**config.mk**
```make
export PLATFORM = sky130hd
export DESIGN_NAME = projector_top
export DESIGN_NICKNAME = d
export VERILOG_FILES = /design/src/common/projector_pkg.sv /design/src/common/scan_point_if.sv /design/src/verilog/projector_top.sv /design/src/projector/dac_scan_writer.sv /design/src/projector/scan_pattern_gen.sv /design/src/verilog/point_rate_timer.sv
export SDC_FILE = /design/constraint.sdc
export NUM_CORES = 1
export LEC_CHECK = 0
export BUFFER_PORTS_ARGS = -buffer_cell sky130_fd_sc_hd__buf_2
export CELL_PAD_IN_SITES_DETAIL_PLACEMENT = 0
export CELL_PAD_IN_SITES_GLOBAL_PLACEMENT = 1
export CORE_MARGIN = 8
export CORE_UTILIZATION = 49
export DETAILED_ROUTE_END_ITERATION = 12
export PLACE_DENSITY_LB_ADDON = 0.1
export SLEW_MARGIN = 5
export SYNTH_ARGS = -nofsm -noshare
export SYNTH_HDL_FRONTEND = slang
export SYNTH_SLANG_ARGS = --single-unit
export TNS_END_PERCENT = 20
```
**constraint.sdc**
```tcl
create_clock -name USER_CLK -period 2.31 [get_ports USER_CLK]
set_clock_uncertainty 0.1 [all_clocks]
set_input_delay 0.3465 -clock USER_CLK [delete_from_list [all_inputs] [get_ports USER_CLK]]
set_output_delay 0.3465 -clock USER_CLK [all_outputs]
set_load 0.02 [all_outputs]
```
**src/common/projector_pkg.sv**
```systemverilog
package projector_pkg;

	////////////////////////////////////////////////////////////////////////////
	// Scan modes, in DIP switch order
	////////////////////////////////////////////////////////////////////////////
	typedef enum logic [1:0]
	{
		MODE_BLANK  = 2'd0,
		MODE_SQUARE = 2'd1,
		MODE_SWEEP  = 2'd2,
		MODE_DIAG   = 2'd3
	} scan_mode_e;

	// Galvo coordinate and laser colour widths
	localparam int POINT_W = 12;
	localparam int RGB_W   = 3;

	// Fixed positions on the 12-bit galvo range
	localparam logic [POINT_W-1:0] MID_POS   = 12'd2048;
	localparam logic [POINT_W-1:0] CORNER_LO = 12'd1024;
	localparam logic [POINT_W-1:0] CORNER_HI = 12'd3072;

	// Laser colours, one bit per diode
	localparam logic [RGB_W-1:0] RGB_OFF   = 3'b000;
	localparam logic [RGB_W-1:0] RGB_RED   = 3'b100;
	localparam logic [RGB_W-1:0] RGB_GREEN = 3'b010;
	localparam logic [RGB_W-1:0] RGB_BLUE  = 3'b001;

	////////////////////////////////////////////////////////////////////////////
	// DAC word: {channel, cfg[2:0], data[11:0]}, sent MSB first
	////////////////////////////////////////////////////////////////////////////
	localparam int         DAC_WORD_W = 16;
	localparam logic [2:0] DAC_CFG    = 3'b001;
	localparam logic       CH_X       = 1'b0;
	localparam logic       CH_Y       = 1'b1;

endpackage
```
**src/common/scan_point_if.sv**
```systemverilog
`timescale 1ns/1ps

interface scan_point_if;
	import projector_pkg::*;

	// Point payload, valid in the strobe cycle only
	logic [POINT_W-1:0] point_x;
	logic [POINT_W-1:0] point_y;
	logic [RGB_W-1:0]   point_rgb;
	logic               point_strobe;
	// High from the cycle after capture until the frame is latched
	logic               busy;

	// Generator side issues points
	modport pattern_gen
	(
		output point_x, point_y, point_rgb, point_strobe,
		input  busy
	);

	// DAC writer side consumes them
	modport writer
	(
		input  point_x, point_y, point_rgb, point_strobe,
		output busy
	);

endinterface

```
**src/verilog/projector_top.sv**
```systemverilog
`timescale 1ns/1ps

module projector_top #(
	parameter int TICK_BASE = 128,
	parameter int SCAN_STEP = 64
) (
	input  logic                            USER_CLK,
	input  logic                            rst_n,
	input  logic [1:0]                      mode_control,
	input  logic [1:0]                      update_rate,
	input  logic                            laser_enable,
	output logic                            dac_sclk,
	output logic                            dac_mosi,
	output logic                            dac_csn,
	output logic                            dac_latch,
	output logic [projector_pkg::RGB_W-1:0] laser_rgb
);
	import projector_pkg::*;

	// Tick and registered mode from the switch side
	logic       tick;
	scan_mode_e mode;

	// One point per tick from generator to DAC writer
	scan_point_if pt_if ();

	////////////////////////////////////////////////////////////////////////////
	// Switch side, point generation, DAC output
	////////////////////////////////////////////////////////////////////////////
	point_rate_timer #(
		.TICK_BASE    (TICK_BASE)
	) i_point_rate_timer (
		.USER_CLK     (USER_CLK),
		.rst_n        (rst_n),
		.update_rate  (update_rate),
		.mode_control (mode_control),
		.tick         (tick),
		.mode         (mode)
	);

	scan_pattern_gen #(
		.SCAN_STEP    (SCAN_STEP)
	) i_scan_pattern_gen (
		.USER_CLK     (USER_CLK),
		.rst_n        (rst_n),
		.tick         (tick),
		.mode         (mode),
		.laser_enable (laser_enable),
		.pt           (pt_if.pattern_gen)
	);

	dac_scan_writer i_dac_scan_writer (
		.USER_CLK     (USER_CLK),
		.rst_n        (rst_n),
		.pt           (pt_if.writer),
		.dac_sclk     (dac_sclk),
		.dac_mosi     (dac_mosi),
		.dac_csn      (dac_csn),
		.dac_latch    (dac_latch),
		.laser_rgb    (laser_rgb)
	);

endmodule

```
**src/projector/dac_scan_writer.sv**
```systemverilog
`timescale 1ns/1ps

module dac_scan_writer (
	input  logic                            USER_CLK,
	input  logic                            rst_n,
	scan_point_if.writer                    pt,
	output logic                            dac_sclk,
	output logic                            dac_mosi,
	output logic                            dac_csn,
	output logic                            dac_latch,
	output logic [projector_pkg::RGB_W-1:0] laser_rgb
);
	import projector_pkg::*;

	// Two USER_CLK cycles per DAC bit
	localparam int WORD_CYC = 2 * DAC_WORD_W;
	localparam int CYC_W    = $clog2(WORD_CYC);

	typedef enum logic [2:0]
	{
		IDLE,
		SHIFT_X,
		GAP,
		SHIFT_Y,
		LATCH
	} wr_state_e;

	wr_state_e             state_q;
	logic [CYC_W-1:0]      cnt_q;
	logic                  sclk_q;
	logic                  csn_q;
	logic                  latch_q;
	logic                  busy_q;
	logic [RGB_W-1:0]      rgb_out_q;
	logic [DAC_WORD_W-1:0] shreg_q;
	logic [POINT_W-1:0]    y_data_q;
	logic [RGB_W-1:0]      rgb_cap_q;
	logic                  shifting;
	logic                  word_done;
	logic                  start;

	assign start     = (state_q == IDLE) & pt.point_strobe;
	assign shifting  = (state_q == SHIFT_X) | (state_q == SHIFT_Y);
	assign word_done = shifting & (cnt_q == CYC_W'(WORD_CYC - 1));

	////////////////////////////////////////////////////////////////////////////
	// Frame FSM: X word, 2-cycle gap, Y word, latch
	////////////////////////////////////////////////////////////////////////////
	always_ff @(posedge USER_CLK)
	begin
		if (!rst_n)
		begin
			state_q   <= IDLE;
			cnt_q     <= '0;
			sclk_q    <= 1'b0;
			csn_q     <= 1'b1;
			latch_q   <= 1'b0;
			busy_q    <= 1'b0;
			rgb_out_q <= '0;
		end
		else
		begin
			case (state_q)
				IDLE:
				begin
					if (pt.point_strobe)
					begin
						// Select the DAC, first bit already on mosi
						csn_q   <= 1'b0;
						busy_q  <= 1'b1;
						cnt_q   <= '0;
						state_q <= SHIFT_X;
					end
				end
				SHIFT_X, SHIFT_Y:
				begin
					// Odd counts have sclk high
					sclk_q <= ~sclk_q;
					cnt_q  <= cnt_q + 1'b1;
					if (word_done)
					begin
						csn_q   <= 1'b1;
						cnt_q   <= '0;
						state_q <= (state_q == SHIFT_X) ? GAP : LATCH;
					end
				end
				GAP:
				begin
					cnt_q <= cnt_q + 1'b1;
					if (cnt_q == CYC_W'(1))
					begin
						csn_q   <= 1'b0;
						cnt_q   <= '0;
						state_q <= SHIFT_Y;
					end
				end
				LATCH:
				begin
					cnt_q <= cnt_q + 1'b1;
					if (cnt_q == '0)
					begin
						// Colour and position switch together
						latch_q   <= 1'b1;
						rgb_out_q <= rgb_cap_q;
					end
					else
					begin
						latch_q <= 1'b0;
						busy_q  <= 1'b0;
						cnt_q   <= '0;
						state_q <= IDLE;
					end
				end
				default:
				begin
					state_q <= IDLE;
				end
			endcase
		end
	end

	// Shift register and captured point
	always_ff @(posedge USER_CLK)
	begin
		if (start)
		begin
			shreg_q   <= {CH_X, DAC_CFG, pt.point_x};
			y_data_q  <= pt.point_y;
			rgb_cap_q <= pt.point_rgb;
		end
		else if (word_done && state_q == SHIFT_X)
		begin
			// Y word ready before csn drops again
			shreg_q <= {CH_Y, DAC_CFG, y_data_q};
		end
		else if (shifting && sclk_q)
		begin
			// Next bit on the falling edge
			shreg_q <= {shreg_q[DAC_WORD_W-2:0], 1'b0};
		end
	end

	assign dac_sclk  = sclk_q;
	assign dac_mosi  = shreg_q[DAC_WORD_W-1] & ~csn_q;
	assign dac_csn   = csn_q;
	assign dac_latch = latch_q;
	assign laser_rgb = rgb_out_q;
	assign pt.busy   = busy_q;

	// Clock edges only inside a selected word
	a_sclk_in_csn: assert property (
		@(posedge USER_CLK) disable iff (!rst_n)
		$changed(dac_sclk) |-> !$past(dac_csn)
	);

	// Latch only with the DAC deselected
	a_latch_csn_high: assert property (
		@(posedge USER_CLK) disable iff (!rst_n)
		dac_latch |-> dac_csn
	);

endmodule

```
**src/projector/scan_pattern_gen.sv**
```systemverilog
`timescale 1ns/1ps

module scan_pattern_gen #(
	parameter int SCAN_STEP = 64
) (
	input  logic                      USER_CLK,
	input  logic                      rst_n,
	input  logic                      tick,
	input  projector_pkg::scan_mode_e mode,
	input  logic                      laser_enable,
	scan_point_if.pattern_gen         pt
);
	import projector_pkg::*;

	logic [POINT_W-1:0] idx_q;
	scan_mode_e         last_mode_q;
	logic [POINT_W-1:0] idx_eff;
	logic [POINT_W-1:0] sweep_pos;
	logic [POINT_W-1:0] next_x;
	logic [POINT_W-1:0] next_y;
	logic [RGB_W-1:0]   next_rgb;
	logic               issue;

	// Tick dropped while the writer is still busy
	assign issue = tick & ~pt.busy;

	// Index restarts on any mode change
	assign idx_eff = (mode != last_mode_q) ? '0 : idx_q;

	// Ramp position, wraps modulo 4096
	assign sweep_pos = POINT_W'(idx_eff * SCAN_STEP);

	////////////////////////////////////////////////////////////////////////////
	// Point lookup per mode
	////////////////////////////////////////////////////////////////////////////
	always_comb
	begin
		next_x   = MID_POS;
		next_y   = MID_POS;
		next_rgb = RGB_OFF;
		case (mode)
			MODE_SQUARE:
			begin
				// Corners in order LL, LR, UR, UL
				next_x   = (idx_eff[1:0] == 2'd1 || idx_eff[1:0] == 2'd2) ? CORNER_HI : CORNER_LO;
				next_y   = idx_eff[1] ? CORNER_HI : CORNER_LO;
				next_rgb = RGB_RED;
			end
			MODE_SWEEP:
			begin
				// Horizontal line through the centre
				next_x   = sweep_pos;
				next_rgb = RGB_GREEN;
			end
			MODE_DIAG:
			begin
				next_x   = sweep_pos;
				next_y   = sweep_pos;
				next_rgb = RGB_BLUE;
			end
			default:
			begin
				// Blank, centred and dark
				next_rgb = RGB_OFF;
			end
		endcase
		// Interlock turns the diodes off but keeps the scan going
		if (!laser_enable)
		begin
			next_rgb = RGB_OFF;
		end
	end

	// Control state
	always_ff @(posedge USER_CLK)
	begin
		if (!rst_n)
		begin
			idx_q           <= '0;
			last_mode_q     <= MODE_BLANK;
			pt.point_strobe <= 1'b0;
		end
		else
		begin
			pt.point_strobe <= issue;
			if (issue)
			begin
				idx_q       <= idx_eff + 1'b1;
				last_mode_q <= mode;
			end
		end
	end

	// Payload, held until the next issued point
	always_ff @(posedge USER_CLK)
	begin
		if (issue)
		begin
			pt.point_x   <= next_x;
			pt.point_y   <= next_y;
			pt.point_rgb <= next_rgb;
		end
	end

	// Writer must have dropped busy before any new point
	a_no_strobe_when_busy: assert property (
		@(posedge USER_CLK) disable iff (!rst_n)
		pt.point_strobe |-> !pt.busy
	);

endmodule

```
**src/verilog/point_rate_timer.sv**
```systemverilog
`timescale 1ns/1ps

module point_rate_timer #(
	parameter int TICK_BASE = 128
) (
	input  logic                    USER_CLK,
	input  logic                    rst_n,
	input  logic [1:0]              update_rate,
	input  logic [1:0]              mode_control,
	output logic                    tick,
	output projector_pkg::scan_mode_e mode
);
	import projector_pkg::*;

	// Room for the longest period, base shifted by 3
	localparam int CNT_W = $clog2(TICK_BASE * 8) + 1;

	logic [CNT_W-1:0] cnt_q;
	logic [CNT_W-1:0] period_last;
	logic [1:0]       rate_q;
	scan_mode_e       mode_q;

	// Last count of the current period
	assign period_last = (CNT_W'(TICK_BASE) << rate_q) - 1'b1;

	always_ff @(posedge USER_CLK)
	begin
		if (!rst_n)
		begin
			cnt_q  <= '0;
			tick   <= 1'b0;
			// Switches sampled during reset so the first period has the right length
			rate_q <= update_rate;
			mode_q <= scan_mode_e'(mode_control);
		end
		else if (cnt_q == period_last)
		begin
			cnt_q  <= '0;
			tick   <= 1'b1;
			// New switch settings apply from this boundary on
			rate_q <= update_rate;
			mode_q <= scan_mode_e'(mode_control);
		end
		else
		begin
			cnt_q <= cnt_q + 1'b1;
			tick  <= 1'b0;
		end
	end

	// Mode stays constant over a whole period
	assign mode = mode_q;

endmodule

```
==> run summary <==
initial core utilization: 0.5072
most used cell, CP: ha_1
# IOs: 14
Post-Synth Adder-Cell Area: 0.02179
final period utilization: 0.9293
largest family of logic cells by synthesized area: simple AND/OR/NAND/NOR gates
Clk Tree Root Cell: clkbuf_8
worst slew pin tran: 0.4999 ns
Synth Area in XOR/XNOR: 0.03304
Critical path buffers and inverters: 2
crit start category: flop
post-synthesis simple-gate area fraction: 0.2102
fmax: 465.8 MHz
Initial DRC Count: 107
initial antenna violation count: 0
worst path arrival time: 2.12 ns
die area: 9972 um^2
Cells after Synth: 304
Max FO, Critical Path: 11
setup repair after global routing missed its margin: false
Synth Area in Compound Gates: 0.1176
layout cells sized above 1: 0.1596
fin util: 0.5681
cell area after layout: 3860 um^2
mux contribution to synthesized area: 0.01162
Longest Clk Path Bufs: 2
setup_tns: 0 ns
Placer Congestion: 0.7988
Layout area overhead: 12.02%
core area: 6794 um^2
final-report max-slew violation count: 0
vias in the first global route: 2107
hold path depth: 1
Post-synth EDFFs: 39
CP Class: reg2reg
Final min period: 2.147 ns
WP depth: 8
Die Wd: 99.86 um
slowest stage cell, crit path: dfxtp_1
Post-Syn Nets: 317
Max stage delay on crit path: 0.38 ns
fillers: 601
row cnt: 30
cells along the critical path: ha_1 -> and3_1 -> ha_1 -> nor2b_2 -> o21ai_0 -> a21o_1 -> inv_1 -> buf_12
Leak: 0.001406 uW
mapped cell area: 3446 um^2
Worst Hold Class: in2reg
CTS H-tree depth: 3
GRT overflow: 0
clk slew on worst S/H paths: 0.08 ns
vias after detailed routing: 2201
CTS Buf Count: 9
CP endpoint kind: flop
Unique masters post-synth: 53
Final Hold Violating Endpoints: 0
Total Nets Final: 340
Post-Route WL: 5.844 mm
TritonCTS clock tree: yes
synthesized area per cell: 11.33 um^2
pwr/cell area: 670.5 nW/um^2
setup repair bufs after CTS: 0
Tot GR Track Use: 0.1256
worst hold slack: 0.07257 ns
MaxCap Viol Count: 0
Port-buffer cells: 13
final setup violation count: 0
Slew HR: 0.6664
DRT antenna net count: 0
ys async rst share: 0
clk sinks: 79
largest net degree at the start of global routing: 23
die height: 99.86 um
first-pass GRT wire length: 9.991 mm
Worst IR Drop VDD: 0.3662 mV
Initial DRT Pass Iterations: 4
ant diodes: 0
commonest cells after routing, fill and taps aside: 40 x dfxtp_1, 39 x edfxtp_1, 26 x nand2_1
DRC: 0
clock latency on the worst-skew pair: 0.35 ns
r2r worst-path depth: 8
Synth Register Bits: 79
status: finished clean
vias per cell: 5.143
Top FF cell, synth: dfxtp_1
Synthesis Warnings: 0
Worst EP required: 2.28 ns
placed cell area: 3675 um^2
routed len/inst: 13.65 um
CP top delay family: simple AND/OR/NAND/NOR gates
commonest non-fill, non-tap cell in the layout: dfxtp_1
share of the yosys chip area belonging to registers: 0.5723
HPWL after DPL: 3.905 mm
## registers in the layout (all words and copies together) (netlist names), 3 cells and up
register	count
i_dac_scan_writer.cnt_q	5
i_dac_scan_writer.laser_rgb	3
i_dac_scan_writer.rgb_cap_q	3
i_dac_scan_writer.shreg_q	15
i_dac_scan_writer.state_q	3
i_dac_scan_writer.y_data_q	6
i_point_rate_timer.cnt_q	11
i_scan_pattern_gen.idx_q	6
i_scan_pattern_gen.pt.point_rgb	3
i_scan_pattern_gen.pt.point_x	6
i_scan_pattern_gen.pt.point_y	6
## worst reg2reg max path, stage by stage (launching register included)
cell	delay, ns
dfxtp_1	0.38
ha_1	0.21
and3_1	0.17
ha_1	0.19
nor2b_2	0.24
o21ai_0	0.10
a21o_1	0.22
inv_1	0.11
buf_12	0.14
## per-layer routing
metal,vias up,share of wire,track usage
met4,0,0.020,0.06636
li1,1146,-,-
met2,35,0.44,0.1878
met1,1008,0.51,0.1633
met5,-,0,0
met3,12,0.034,0.03114
## metrics by stage
step | std cells | worst slack (ns) | power [uW]
after detailed placement | 412 | 0.1317 | 1690
after CTS | 428 | 0.07301 | 2623
final | 428 | 0.1632 | 2588
after global routing | 428 | 0.02733 | 2694
after global placement | 412 | 0.1748 | 1689
after floorplan | 304 | 0.2370 | 1643
## kinds of logic (layout without fill, tap and decap cells)
family	count (synthesis)	in the layout
AO/OA/AOI/OAI	53	53
XOR/XNOR	13	13
adder cells (fa/ha/maj)	6	6
buffers and inverters	27	55
flip-flops	79	79
multiplexers	4	4
other	1	1
AND/OR/NAND/NOR	121	121
## cells in the mapped netlist, drive strengths merged (5+ instances only)
cell / instances / area [um^2]
a21boi: 12 / 90.08
nor2b: 10 / 62.56
inv: 13 / 48.80
clkbuf: 7 / 26.28
ha: 6 / 75.07
and2: 18 / 112.6
edfxtp: 39 / 1171
xnor2: 8 / 70.07
nor3b: 12 / 101.4
dfxtp: 40 / 800.8
nor3: 5 / 25.02
a222oi: 6 / 60.06
nand2: 26 / 97.59
xor2: 5 / 43.79
o21ai: 9 / 45.04
buf: 6 / 32.53
nand3: 11 / 60.06
nor2: 9 / 33.78
and3: 13 / 81.33
## report_power, final
part	switching, uW	internal (uW)	total [uW]
combinational	72.1	65.9	138
clock	533	400	933
sequential	27.2	1490	1520
## final cells by class
cell class | count | area (um^2) | share of cell area
clock buffers | 9 | 123.9 | 0.03209
clock inverters | 7 | 56.30 | 0.01459
inverters | 14 | 52.55 | 0.01361
multi-input cells | 198 | 1368 | 0.3543
flip-flops and latches | 79 | 1972 | 0.5109
well taps | 96 | 120.1 | 0.03112
repair buffers | 25 | 167.7 | 0.04344
## repair_timing
action,CTS,global route
endpoints found under the setup margin,0,5
hold buffers,0,0
resized for setup,0,3
hold endpoints to repair,0,0
## worst paths after layout
kind,from,to,slack (ns)
setup / recovery,i_dac_scan_writer.cnt_q[1],i_dac_scan_writer.shreg_q[11],0.16
hold / removal,update_rate[1],i_point_rate_timer.rate_q[1],0.07
setup reg to reg,i_dac_scan_writer.cnt_q[1],i_dac_scan_writer.shreg_q[11],0.16
hold reg to reg,i_scan_pattern_gen.pt.point_rgb[0],i_dac_scan_writer.rgb_cap_q[0],0.32
Power figures use the tool's default switching activity.
